[src/rtl/procPkg.sv]
// ISA widths, memory depths, opcodes and the two-format instruction word union
package procPkg;

   localparam int dataWidth = 16;
   localparam int regAddrWidth = 3;
   localparam int numRegs = 1 << regAddrWidth;
   localparam int imemDepth = 64;
   localparam int dmemDepth = 64;
   localparam int imemAddrWidth = $clog2(imemDepth);
   localparam int dmemAddrWidth = $clog2(dmemDepth);
   localparam int opWidth = 4;
   localparam int immWidth = 6;

   // opcodes, any other code is illegal
   localparam logic [opWidth-1:0] opAdd = 4'h0;
   localparam logic [opWidth-1:0] opSub = 4'h1;
   localparam logic [opWidth-1:0] opAnd = 4'h2;
   localparam logic [opWidth-1:0] opXor = 4'h3;
   localparam logic [opWidth-1:0] opAddi = 4'h4;
   localparam logic [opWidth-1:0] opLd = 4'h5;
   localparam logic [opWidth-1:0] opSt = 4'h6;
   localparam logic [opWidth-1:0] opBeqz = 4'h7;
   localparam logic [opWidth-1:0] opHalt = 4'hf;

   // one 16-bit word seen as register format or immediate format
   // for ST the rd field holds the store data register, BEQZ tests rs
   typedef union packed {
      struct packed {
         logic [opWidth-1:0] opcode;
         logic [regAddrWidth-1:0] rd;
         logic [regAddrWidth-1:0] rs;
         logic [regAddrWidth-1:0] rt;
         logic [2:0] unused;
      } rFmt;
      struct packed {
         logic [opWidth-1:0] opcode;
         logic [regAddrWidth-1:0] rd;
         logic [regAddrWidth-1:0] rs;
         logic [immWidth-1:0] imm6;
      } iFmt;
   } instrT;

   // ADDI r0,r0,0, leaves every register as it was
   localparam logic [dataWidth-1:0] nopWord = {
      opAddi,
      {regAddrWidth{1'b0}},
      {regAddrWidth{1'b0}},
      {immWidth{1'b0}}
   };

   // imm6 is sign extended for ADDI, LD, ST and BEQZ
   // LD/ST address is rs + imm6 modulo dmemDepth
   // taken BEQZ goes to its own pc + 1 + imm6
   // all arithmetic wraps at dataWidth bits

endpackage

[src/rtl/fetch.sv]
// fetch stage with PC, loadable instruction memory and the fetch-to-decode register
`timescale 1ns/100ps

module fetch (
   input  logic clk,
   input  logic rstN,
   input  logic run,
   input  logic halted,
   input  logic stall,
   input  logic redirect,
   input  logic [procPkg::imemAddrWidth-1:0] redirectPc,
   input  logic imemWe,
   input  logic [procPkg::imemAddrWidth-1:0] imemAddr,
   input  logic [procPkg::dataWidth-1:0] imemData,
   output procPkg::instrT instrD,
   output logic [procPkg::imemAddrWidth-1:0] pcD,
   output logic validD
);

   logic [procPkg::imemAddrWidth-1:0] pc;
   procPkg::instrT imem [procPkg::imemDepth];
   procPkg::instrT fetchWord;

   // program load only while the core is stopped
   always_ff @(posedge clk) begin
      if (imemWe && !run) begin
         imem[imemAddr] <= imemData;
      end
   end

   assign fetchWord = imem[pc];

   // pc and the D valid bit
   // halted wins over a redirect so nothing younger than HALT is refetched
   always_ff @(posedge clk) begin
      if (!rstN) begin
         pc <= '0;
         validD <= 1'b0;
      end else if (!run) begin
         pc <= '0;
         validD <= 1'b0;
      end else if (halted) begin
         validD <= 1'b0;
      end else if (redirect) begin
         pc <= redirectPc;
         validD <= 1'b0;
      end else if (!stall) begin
         pc <= pc + 1'b1;
         validD <= 1'b1;
      end
   end

   // D slot payload, frozen during a stall
   always_ff @(posedge clk) begin
      if (!stall) begin
         instrD <= fetchWord;
         pcD <= pc;
      end
   end

endmodule

[src/rtl/decode.sv]
// decode stage with control decode, register file, load-use stall and the decode-to-execute register
`timescale 1ns/100ps

module decode (
   input  logic clk,
   input  logic rstN,
   input  procPkg::instrT instrD,
   input  logic [procPkg::imemAddrWidth-1:0] pcD,
   input  logic validD,
   input  logic redirect,
   input  logic wbEn,
   input  logic [procPkg::regAddrWidth-1:0] wbReg,
   input  logic [procPkg::dataWidth-1:0] wbData,
   output logic stall,
   output logic validX,
   output logic [procPkg::opWidth-1:0] opX,
   output logic [procPkg::regAddrWidth-1:0] rdX,
   output logic wrEnX,
   output logic memRdX,
   output logic memWrX,
   output logic isBranchX,
   output logic isHaltX,
   output logic illegalX,
   output logic [procPkg::dataWidth-1:0] immX,
   output logic [procPkg::dataWidth-1:0] rsValX,
   output logic [procPkg::dataWidth-1:0] rtValX,
   output logic [procPkg::regAddrWidth-1:0] rsIdxX,
   output logic [procPkg::regAddrWidth-1:0] rtIdxX,
   output logic [procPkg::imemAddrWidth-1:0] pcX
);

   localparam int extBits = procPkg::dataWidth - procPkg::immWidth;

   logic [procPkg::dataWidth-1:0] regs [procPkg::numRegs];
   logic [procPkg::opWidth-1:0] op;
   logic [procPkg::regAddrWidth-1:0] rd;
   logic [procPkg::regAddrWidth-1:0] rs;
   logic [procPkg::regAddrWidth-1:0] rtIdx;
   logic [procPkg::dataWidth-1:0] imm;
   logic [procPkg::dataWidth-1:0] rsVal;
   logic [procPkg::dataWidth-1:0] rtVal;
   logic wrEn;
   logic memRd;
   logic memWr;
   logic isBranch;
   logic isHalt;
   logic illegal;
   logic usesRs;
   logic usesRt;

   // opcode, rd and rt from the register view, rs and imm6 from the immediate view
   assign op = instrD.rFmt.opcode;
   assign rd = instrD.rFmt.rd;
   assign rs = instrD.iFmt.rs;
   assign imm = {{extBits{instrD.iFmt.imm6[procPkg::immWidth-1]}}, instrD.iFmt.imm6};

   always_comb begin
      wrEn = 1'b0;
      memRd = 1'b0;
      memWr = 1'b0;
      isBranch = 1'b0;
      isHalt = 1'b0;
      illegal = 1'b0;
      usesRs = 1'b1;
      usesRt = 1'b0;
      case (op)
         procPkg::opAdd, procPkg::opSub, procPkg::opAnd, procPkg::opXor: begin
            wrEn = 1'b1;
            usesRt = 1'b1;
         end
         procPkg::opAddi: wrEn = 1'b1;
         procPkg::opLd: begin
            wrEn = 1'b1;
            memRd = 1'b1;
         end
         procPkg::opSt: begin
            memWr = 1'b1;
            usesRt = 1'b1;
         end
         procPkg::opBeqz: isBranch = 1'b1;
         procPkg::opHalt: begin
            isHalt = 1'b1;
            usesRs = 1'b0;
         end
         default: begin
            illegal = 1'b1;
            usesRs = 1'b0;
         end
      endcase
   end

   // store data comes from the rd field
   assign rtIdx = memWr ? rd : instrD.rFmt.rt;

   // register file, a same-cycle write shows through to the read
   always_ff @(posedge clk) begin
      if (wbEn) begin
         regs[wbReg] <= wbData;
      end
   end

   assign rsVal = (wbEn && wbReg == rs) ? wbData : regs[rs];
   assign rtVal = (wbEn && wbReg == rtIdx) ? wbData : regs[rtIdx];

   // load in X feeding the D instruction costs one bubble
   assign stall = validD && validX && memRdX &&
                  ((usesRs && rdX == rs) || (usesRt && rdX == rtIdx));

   always_ff @(posedge clk) begin
      if (!rstN) begin
         validX <= 1'b0;
      end else begin
         validX <= validD && !stall && !redirect;
      end
   end

   always_ff @(posedge clk) begin
      opX <= op;
      rdX <= rd;
      wrEnX <= wrEn;
      memRdX <= memRd;
      memWrX <= memWr;
      isBranchX <= isBranch;
      isHaltX <= isHalt;
      illegalX <= illegal;
      immX <= imm;
      rsValX <= rsVal;
      rtValX <= rtVal;
      rsIdxX <= rs;
      rtIdxX <= rtIdx;
      pcX <= pcD;
   end

endmodule

[src/rtl/execute.sv]
// execute stage with operand forwarding, ALU, BEQZ resolution and the execute-to-memory register
`timescale 1ns/100ps

module execute (
   input  logic clk,
   input  logic rstN,
   input  logic validX,
   input  logic [procPkg::opWidth-1:0] opX,
   input  logic [procPkg::regAddrWidth-1:0] rdX,
   input  logic wrEnX,
   input  logic memRdX,
   input  logic memWrX,
   input  logic isBranchX,
   input  logic isHaltX,
   input  logic illegalX,
   input  logic [procPkg::dataWidth-1:0] immX,
   input  logic [procPkg::dataWidth-1:0] rsValX,
   input  logic [procPkg::dataWidth-1:0] rtValX,
   input  logic [procPkg::regAddrWidth-1:0] rsIdxX,
   input  logic [procPkg::regAddrWidth-1:0] rtIdxX,
   input  logic [procPkg::imemAddrWidth-1:0] pcX,
   input  logic fwdMEn,
   input  logic [procPkg::regAddrWidth-1:0] fwdMReg,
   input  logic [procPkg::dataWidth-1:0] fwdMData,
   input  logic fwdWEn,
   input  logic [procPkg::regAddrWidth-1:0] fwdWReg,
   input  logic [procPkg::dataWidth-1:0] fwdWData,
   output logic redirect,
   output logic [procPkg::imemAddrWidth-1:0] redirectPc,
   output logic validM,
   output logic [procPkg::dataWidth-1:0] aluM,
   output logic [procPkg::dataWidth-1:0] storeM,
   output logic [procPkg::regAddrWidth-1:0] rdM,
   output logic wrEnM,
   output logic memRdM,
   output logic memWrM,
   output logic haltM,
   output logic illegalM
);

   logic [procPkg::dataWidth-1:0] opA;
   logic [procPkg::dataWidth-1:0] opB;
   logic [procPkg::dataWidth-1:0] result;

   // youngest producer wins, M before W before the register file value
   function automatic logic [procPkg::dataWidth-1:0] pickOperand(
      input logic [procPkg::regAddrWidth-1:0] idx,
      input logic [procPkg::dataWidth-1:0] regVal
   );
      if (fwdMEn && fwdMReg == idx) begin
         return fwdMData;
      end else if (fwdWEn && fwdWReg == idx) begin
         return fwdWData;
      end
      return regVal;
   endfunction

   always_comb begin
      opA = pickOperand(rsIdxX, rsValX);
      opB = pickOperand(rtIdxX, rtValX);
   end

   // ADDI, LD and ST all take rs + imm
   always_comb begin
      case (opX)
         procPkg::opAdd: result = opA + opB;
         procPkg::opSub: result = opA - opB;
         procPkg::opAnd: result = opA & opB;
         procPkg::opXor: result = opA ^ opB;
         default: result = opA + immX;
      endcase
   end

   // predict not taken, a taken BEQZ redirects while it sits in X
   assign redirect = validX && isBranchX && (opA == '0);
   assign redirectPc = pcX + 1'b1 + immX[procPkg::imemAddrWidth-1:0];

   always_ff @(posedge clk) begin
      if (!rstN) begin
         validM <= 1'b0;
      end else begin
         validM <= validX;
      end
   end

   always_ff @(posedge clk) begin
      aluM <= result;
      storeM <= opB;
      rdM <= rdX;
      wrEnM <= wrEnX;
      memRdM <= memRdX;
      memWrM <= memWrX;
      haltM <= isHaltX;
      illegalM <= illegalX;
   end

endmodule

[src/rtl/memory.sv]
// memory stage with data memory, writeback select, writeback register and sticky halt/err flags
`timescale 1ns/100ps

module memory (
   input  logic clk,
   input  logic rstN,
   input  logic validM,
   input  logic [procPkg::dataWidth-1:0] aluM,
   input  logic [procPkg::dataWidth-1:0] storeM,
   input  logic [procPkg::regAddrWidth-1:0] rdM,
   input  logic wrEnM,
   input  logic memRdM,
   input  logic memWrM,
   input  logic haltM,
   input  logic illegalM,
   output logic fwdMEn,
   output logic [procPkg::regAddrWidth-1:0] fwdMReg,
   output logic [procPkg::dataWidth-1:0] fwdMData,
   output logic fwdWEn,
   output logic [procPkg::regAddrWidth-1:0] fwdWReg,
   output logic [procPkg::dataWidth-1:0] fwdWData,
   output logic wbEn,
   output logic [procPkg::regAddrWidth-1:0] wbReg,
   output logic [procPkg::dataWidth-1:0] wbData,
   output logic halted,
   output logic err
);

   logic [procPkg::dataWidth-1:0] dmem [procPkg::dmemDepth];
   logic [procPkg::dmemAddrWidth-1:0] addr;
   logic [procPkg::dataWidth-1:0] loadData;
   logic [procPkg::dataWidth-1:0] wbValue;
   logic live;
   logic validW;
   logic wrEnW;

   // anything behind a HALT or an illegal word dies here
   assign live = validM && !halted && !err;
   assign addr = aluM[procPkg::dmemAddrWidth-1:0];

   always_ff @(posedge clk) begin
      if (live && memWrM) begin
         dmem[addr] <= storeM;
      end
   end

   assign loadData = dmem[addr];
   assign wbValue = memRdM ? loadData : aluM;

   assign fwdMEn = validM && wrEnM;
   assign fwdMReg = rdM;
   assign fwdMData = wbValue;

   always_ff @(posedge clk) begin
      if (!rstN) begin
         validW <= 1'b0;
         halted <= 1'b0;
         err <= 1'b0;
      end else begin
         validW <= live;
         halted <= halted || (live && haltM);
         err <= err || (live && illegalM);
      end
   end

   always_ff @(posedge clk) begin
      wrEnW <= wrEnM;
      wbReg <= rdM;
      wbData <= wbValue;
   end

   assign wbEn = validW && wrEnW;
   assign fwdWEn = wbEn;
   assign fwdWReg = wbReg;
   assign fwdWData = wbData;

endmodule

[src/rtl/proc.sv]
// top level of the five-stage core, wiring fetch, decode, execute and memory
`timescale 1ns/100ps

module proc (
   input  logic clk,
   input  logic rstN,
   input  logic run,
   input  logic imemWe,
   input  logic [procPkg::imemAddrWidth-1:0] imemAddr,
   input  logic [procPkg::dataWidth-1:0] imemData,
   output logic retireValid,
   output logic [procPkg::regAddrWidth-1:0] retireReg,
   output logic [procPkg::dataWidth-1:0] retireData,
   output logic halted,
   output logic err
);

   // fetch to decode
   procPkg::instrT instrD;
   logic [procPkg::imemAddrWidth-1:0] pcD;
   logic validD;
   logic stall;
   logic redirect;
   logic [procPkg::imemAddrWidth-1:0] redirectPc;

   // decode to execute
   logic validX;
   logic [procPkg::opWidth-1:0] opX;
   logic [procPkg::regAddrWidth-1:0] rdX;
   logic wrEnX;
   logic memRdX;
   logic memWrX;
   logic isBranchX;
   logic isHaltX;
   logic illegalX;
   logic [procPkg::dataWidth-1:0] immX;
   logic [procPkg::dataWidth-1:0] rsValX;
   logic [procPkg::dataWidth-1:0] rtValX;
   logic [procPkg::regAddrWidth-1:0] rsIdxX;
   logic [procPkg::regAddrWidth-1:0] rtIdxX;
   logic [procPkg::imemAddrWidth-1:0] pcX;

   // execute to memory, plus the bypass paths back
   logic validM;
   logic [procPkg::dataWidth-1:0] aluM;
   logic [procPkg::dataWidth-1:0] storeM;
   logic [procPkg::regAddrWidth-1:0] rdM;
   logic wrEnM;
   logic memRdM;
   logic memWrM;
   logic haltM;
   logic illegalM;
   logic fwdMEn;
   logic [procPkg::regAddrWidth-1:0] fwdMReg;
   logic [procPkg::dataWidth-1:0] fwdMData;
   logic fwdWEn;
   logic [procPkg::regAddrWidth-1:0] fwdWReg;
   logic [procPkg::dataWidth-1:0] fwdWData;

   fetch fetchStage (
      .clk(clk), .rstN(rstN), .run(run), .halted(halted), .stall(stall),
      .redirect(redirect), .redirectPc(redirectPc), .imemWe(imemWe),
      .imemAddr(imemAddr), .imemData(imemData), .instrD(instrD), .pcD(pcD),
      .validD(validD)
   );

   // the writeback slot is the retire port
   decode decodeStage (
      .clk(clk), .rstN(rstN), .instrD(instrD), .pcD(pcD), .validD(validD),
      .redirect(redirect), .wbEn(retireValid), .wbReg(retireReg),
      .wbData(retireData), .stall(stall), .validX(validX), .opX(opX), .rdX(rdX),
      .wrEnX(wrEnX), .memRdX(memRdX), .memWrX(memWrX), .isBranchX(isBranchX),
      .isHaltX(isHaltX), .illegalX(illegalX), .immX(immX), .rsValX(rsValX),
      .rtValX(rtValX), .rsIdxX(rsIdxX), .rtIdxX(rtIdxX), .pcX(pcX)
   );

   execute executeStage (
      .clk(clk), .rstN(rstN), .validX(validX), .opX(opX), .rdX(rdX),
      .wrEnX(wrEnX), .memRdX(memRdX), .memWrX(memWrX), .isBranchX(isBranchX),
      .isHaltX(isHaltX), .illegalX(illegalX), .immX(immX), .rsValX(rsValX),
      .rtValX(rtValX), .rsIdxX(rsIdxX), .rtIdxX(rtIdxX), .pcX(pcX),
      .fwdMEn(fwdMEn), .fwdMReg(fwdMReg), .fwdMData(fwdMData), .fwdWEn(fwdWEn),
      .fwdWReg(fwdWReg), .fwdWData(fwdWData), .redirect(redirect),
      .redirectPc(redirectPc), .validM(validM), .aluM(aluM), .storeM(storeM),
      .rdM(rdM), .wrEnM(wrEnM), .memRdM(memRdM), .memWrM(memWrM), .haltM(haltM),
      .illegalM(illegalM)
   );

   memory memoryStage (
      .clk(clk), .rstN(rstN), .validM(validM), .aluM(aluM), .storeM(storeM),
      .rdM(rdM), .wrEnM(wrEnM), .memRdM(memRdM), .memWrM(memWrM), .haltM(haltM),
      .illegalM(illegalM), .fwdMEn(fwdMEn), .fwdMReg(fwdMReg),
      .fwdMData(fwdMData), .fwdWEn(fwdWEn), .fwdWReg(fwdWReg),
      .fwdWData(fwdWData), .wbEn(retireValid), .wbReg(retireReg),
      .wbData(retireData), .halted(halted), .err(err)
   );

endmodule

[config.mk]
export PLATFORM = sky130hd
export DESIGN_NAME = proc
export DESIGN_NICKNAME = d
export VERILOG_FILES = /design/src/rtl/procPkg.sv /design/src/rtl/fetch.sv /design/src/rtl/decode.sv /design/src/rtl/execute.sv /design/src/rtl/memory.sv /design/src/rtl/proc.sv
export SDC_FILE = /design/constraint.sdc
export NUM_CORES = 2
export LEC_CHECK = 0
export ABC_CLOCK_PERIOD_IN_PS = 4850
export BUFFER_PORTS_ARGS = -buffer_cell sky130_fd_sc_hd__buf_2
export CAP_MARGIN = 20
export CORE_ASPECT_RATIO = 0.8
export CORE_MARGIN = 1.5
export CORE_UTILIZATION = 30
export CTS_CLUSTER_DIAMETER = 80
export DETAILED_ROUTE_END_ITERATION = 12
export PLACE_DENSITY = 0.56
export SKIP_CTS_REPAIR_TIMING = 1
export SYNTH_ARGS = -nofsm -noshare
export SYNTH_HDL_FRONTEND = slang
export SYNTH_SLANG_ARGS = --single-unit
[constraint.sdc]
create_clock -name clk -period 4.85 [get_ports clk]
set_input_delay 0.97 -clock clk [delete_from_list [all_inputs] [get_ports clk]]
set_output_delay 0.97 -clock clk [all_outputs]
set_load 0.02 [all_outputs]
==> run summary <==
Ys flop type -> edfxtp_1
Final Hold Viols -> 0
Synthesized instance count -> 4640
Critical path class -> reg -> reg
Row count -> 180
Multi-input gate area -> 22300 um2
DRC viols -> 0
Layout filler cell count -> 27900
Max layer used -> met5
Failing checks -> setup timing
Min Tclk post-route -> 5170 ps
RePlAce Congestion -> 0.938
Reg2Reg Depth -> 25
Vias in the first global route -> 48200
Final std cells w/o fill -> 9484
LEAKAGE -> 34.9 nW
Slew Viols, Final -> 0
Longest Clk Path Bufs -> 4
Met3 WL -> 25.1 mm
Die Y -> 496 um
Ys async rst share -> 0%
Reg area -> 68100 um2
TritonCTS Buffers -> 214
WL per Instance -> 28.4 um
H-Tree Depth -> 4
Die W -> 619 um
Worst reg2reg startpoint -> executeStage.aluM[1]
Starting Density -> 30.2%
Vias per cell -> 5.25
GR Overflow Total -> 0
Via count -> 49800
Fmax -> 0.193 GHz
Hold path startpoint -> decodeStage.memWrX
Maxcap violations -> 0
Reg2reg end -> executeStage.aluM[13]
RSZ-0062 raised after global routing -> yes
Critical path's largest stage delay -> 410 ps
Number of setup violations in the final report -> 14
Post-synth EDFFs -> 2198
I/O Buffers -> 47
Synthesized cell area -> 91100 um2
Hold path depth -> 0
Worst min-delay path class -> reg -> reg
DP HPWL -> 167 mm
PD cells -> 443 nW/um2
Synth Area per Inst -> 19.6 um2
R2r setup slk -> -320 ps
Critical Path Start Type -> flop
ANT nets after route -> 0
Met2 wire length -> 118 mm
Clock root cell -> clkbuf_16
Pre-CTS setup slack -> -967 ps
Met1 wire length -> 119 mm
Worst Setup End Kind -> flop
Clk sink count -> 2301
Clk Latency, worst-skew pair -> 870 ps
DRT Pass-1 Iters -> 6
Setup Skew -> 71.6 ps
Initial antenna violation count -> 21
Worst rel slew slack -> 28.0%
Worst path slowest cell -> a221o_1
Worst Tran Pin Value -> 1080 ps
Routed wire length -> 269 mm
Ports -> 48
Utilization after layout -> 36.1%
Flops & latches, synth -> 2301
Final worst path period share -> 107%
CP startpoint -> executeStage.aluM[1]
Layout cell share with drive strength beyond 1 -> 33.1%
CP Data Required Time -> 5590 ps
Post-Syn Nets -> 4710
Status -> complete, but fails checks
Placed Cells -> 9015
DR iter-0 viols -> 6656
First-pass GRT wire length -> 372 mm
Worst setup margin -> -323 ps
Syn-to-layout area delta -> 19.4%
Pin count of the biggest net entering global routing -> 65
Final nets -> 5374
Hold EP -> executeStage.memWrM
DIE AREA -> 307000 um2
Critical path's most frequent cell -> buf_4
Distinct cells, synth -> 87
Synth warn -> 0
VDD IR max -> 0.000276 V
Post-synthesis sequential area ratio -> 74.7%
GRT Total Usage -> 16.9%
TritonCTS clock tree -> done
Reg clk slew, reported paths -> 60 ps
Worst EP arrival -> 5910 ps
CP max FO -> 11
Core area -> 301000 um2
sequential cells by signal, indices dropped and copies added, names as in the netlist, 4 cells and up:
name / cells
decodeStage.immX: 6
decodeStage.opX: 4
decodeStage.pcX: 6
decodeStage.regs: 128
executeStage.aluM: 16
executeStage.storeM: 16
fetchStage.imem: 1024
fetchStage.instrD: 16
fetchStage.pc: 6
fetchStage.pcD: 6
memoryStage.dmem: 1024
memoryStage.fwdWData: 16
routing by layer:
metal	vias to the layer above	global-route usage (%)
met1	26600	25.2
met5	-	0
li1	20600	-
met3	394	3.69
met2	2240	25.1
met4	6	3.98
worst max-delay path: cells and delay by family (launching register included):
family / cells / cell delay (ps)
AO/OA/AOI/OAI: 11 / 2060
buffers and inverters: 8 / 1260
AND/OR/NAND/NOR: 3 / 560
adder cells (fa/ha/maj): 1 / 380
XOR/XNOR: 2 / 320
flip-flops: 1 / 400
cell usage in the layout, fill, tap and decap left out, drive strengths merged, types with 10 or more instances in the layout:
cell type and count:
a31oi 33, inv 49, nor2 238, a21oi 115, nor2b 16, o211ai 13, mux2i 171, xor2 26
dfxtp 103, and3 15, o22ai 50, xnor2 25, nor4 10, mux4 476, clkinv 79, nand3 28
nand2 114, a22o 13, o22a 10, and3b 10, a221o 28, nor3b 13, clkbuf 298, o2bb2ai 12
nand2b 22, and2 10, a211oi 14, ha 42, nand4 10, o21ai 79, a221oi 89, nor3 27
bufinv 11, a22oi 61, edfxtp 2198, buf 725, mux2 89
through the flow:
| step | power [mW] | area [um2] | setup TNS [ps] | hold slack [ps] |
|---|---|---|---|---|
| after floorplan | 26.9 | 91100 | 0 | 310 |
| after global placement | 31.2 | 100000 | -11960 | 313 |
| after detailed placement | 31.2 | 100000 | -10210 | 315 |
| after CTS | 47.4 | 107000 | -11380 | 331 |
| after global routing | 49.5 | 109000 | -4570 | 334 |
| final | 48.2 | 109000 | -2360 | 327 |
layout make-up:
cell class	count	share of cell area [%]
Sequential cell	2301	62.6
Clock inverter	98	0.725
Tap cell	4004	4.60
Multi-Input combinational cell	2002	20.5
Inverter	47	0.164
Clock buffer	285	5.37
Timing Repair Buffer	738	6.02
Antenna cell	9	0.0207
synth_stat cells (14+ instances only):
library cell	count	area, um2
edfxtp_1	2198	66000
o22ai_1	50	313
nor2b_1	16	100
nand2_1	114	428
mux2i_1	171	1710
dfxtp_1	103	2060
xnor2_1	25	219
buf_2	64	320
a22oi_1	61	458
mux4_2	476	10700
a31oi_1	33	206
and3_1	15	93.8
nand3_1	28	140
xor2_1	26	228
nor3_1	27	135
buf_1	35	131
inv_1	44	165
buf_6	16	180
nor2_1	238	893
o21ai_0	77	385
clkbuf_1	155	582
a221o_1	28	280
ha_1	42	526
nand2b_1	22	138
mux2_2	88	991
a221oi_1	88	771
a211oi_1	14	105
buf_4	20	150
a21oi_1	115	576
worst max path at each step:
stage | to | slack [ps] | cells after the start
5_1_grt | executeStage.aluM[13] | -520 | 25
3_5_place_dp | executeStage.aluM[15] | -970 | 25
3_3_place_gp | executeStage.aluM[15] | -870 | 23
4_1_cts | executeStage.aluM[15] | -1010 | 25
6_report | executeStage.aluM[13] | -320 | 25
2_1_floorplan | executeStage.aluM[14] | 10 | 27
logic make-up after synthesis:
logic type / Yosys count / share of synthesized area, %
fa+ha+maj: 44 / 0.621
mux: 736 / 14.7
simple gates: 565 / 3.01
compound gates: 606 / 4.72
buf+inv: 337 / 1.69
xor+xnor: 51 / 0.490
flops: 2301 / 74.7
power by group:
| group | internal (mW) | switching, mW |
|---|---|---|
| registers | 22.3 | 0.371 |
| clock network | 9.01 | 7.31 |
| logic | 3.73 | 5.49 |
| total | 35.0 | 13.2 |
No activity file was read; power rests on OpenSTA's default activity.
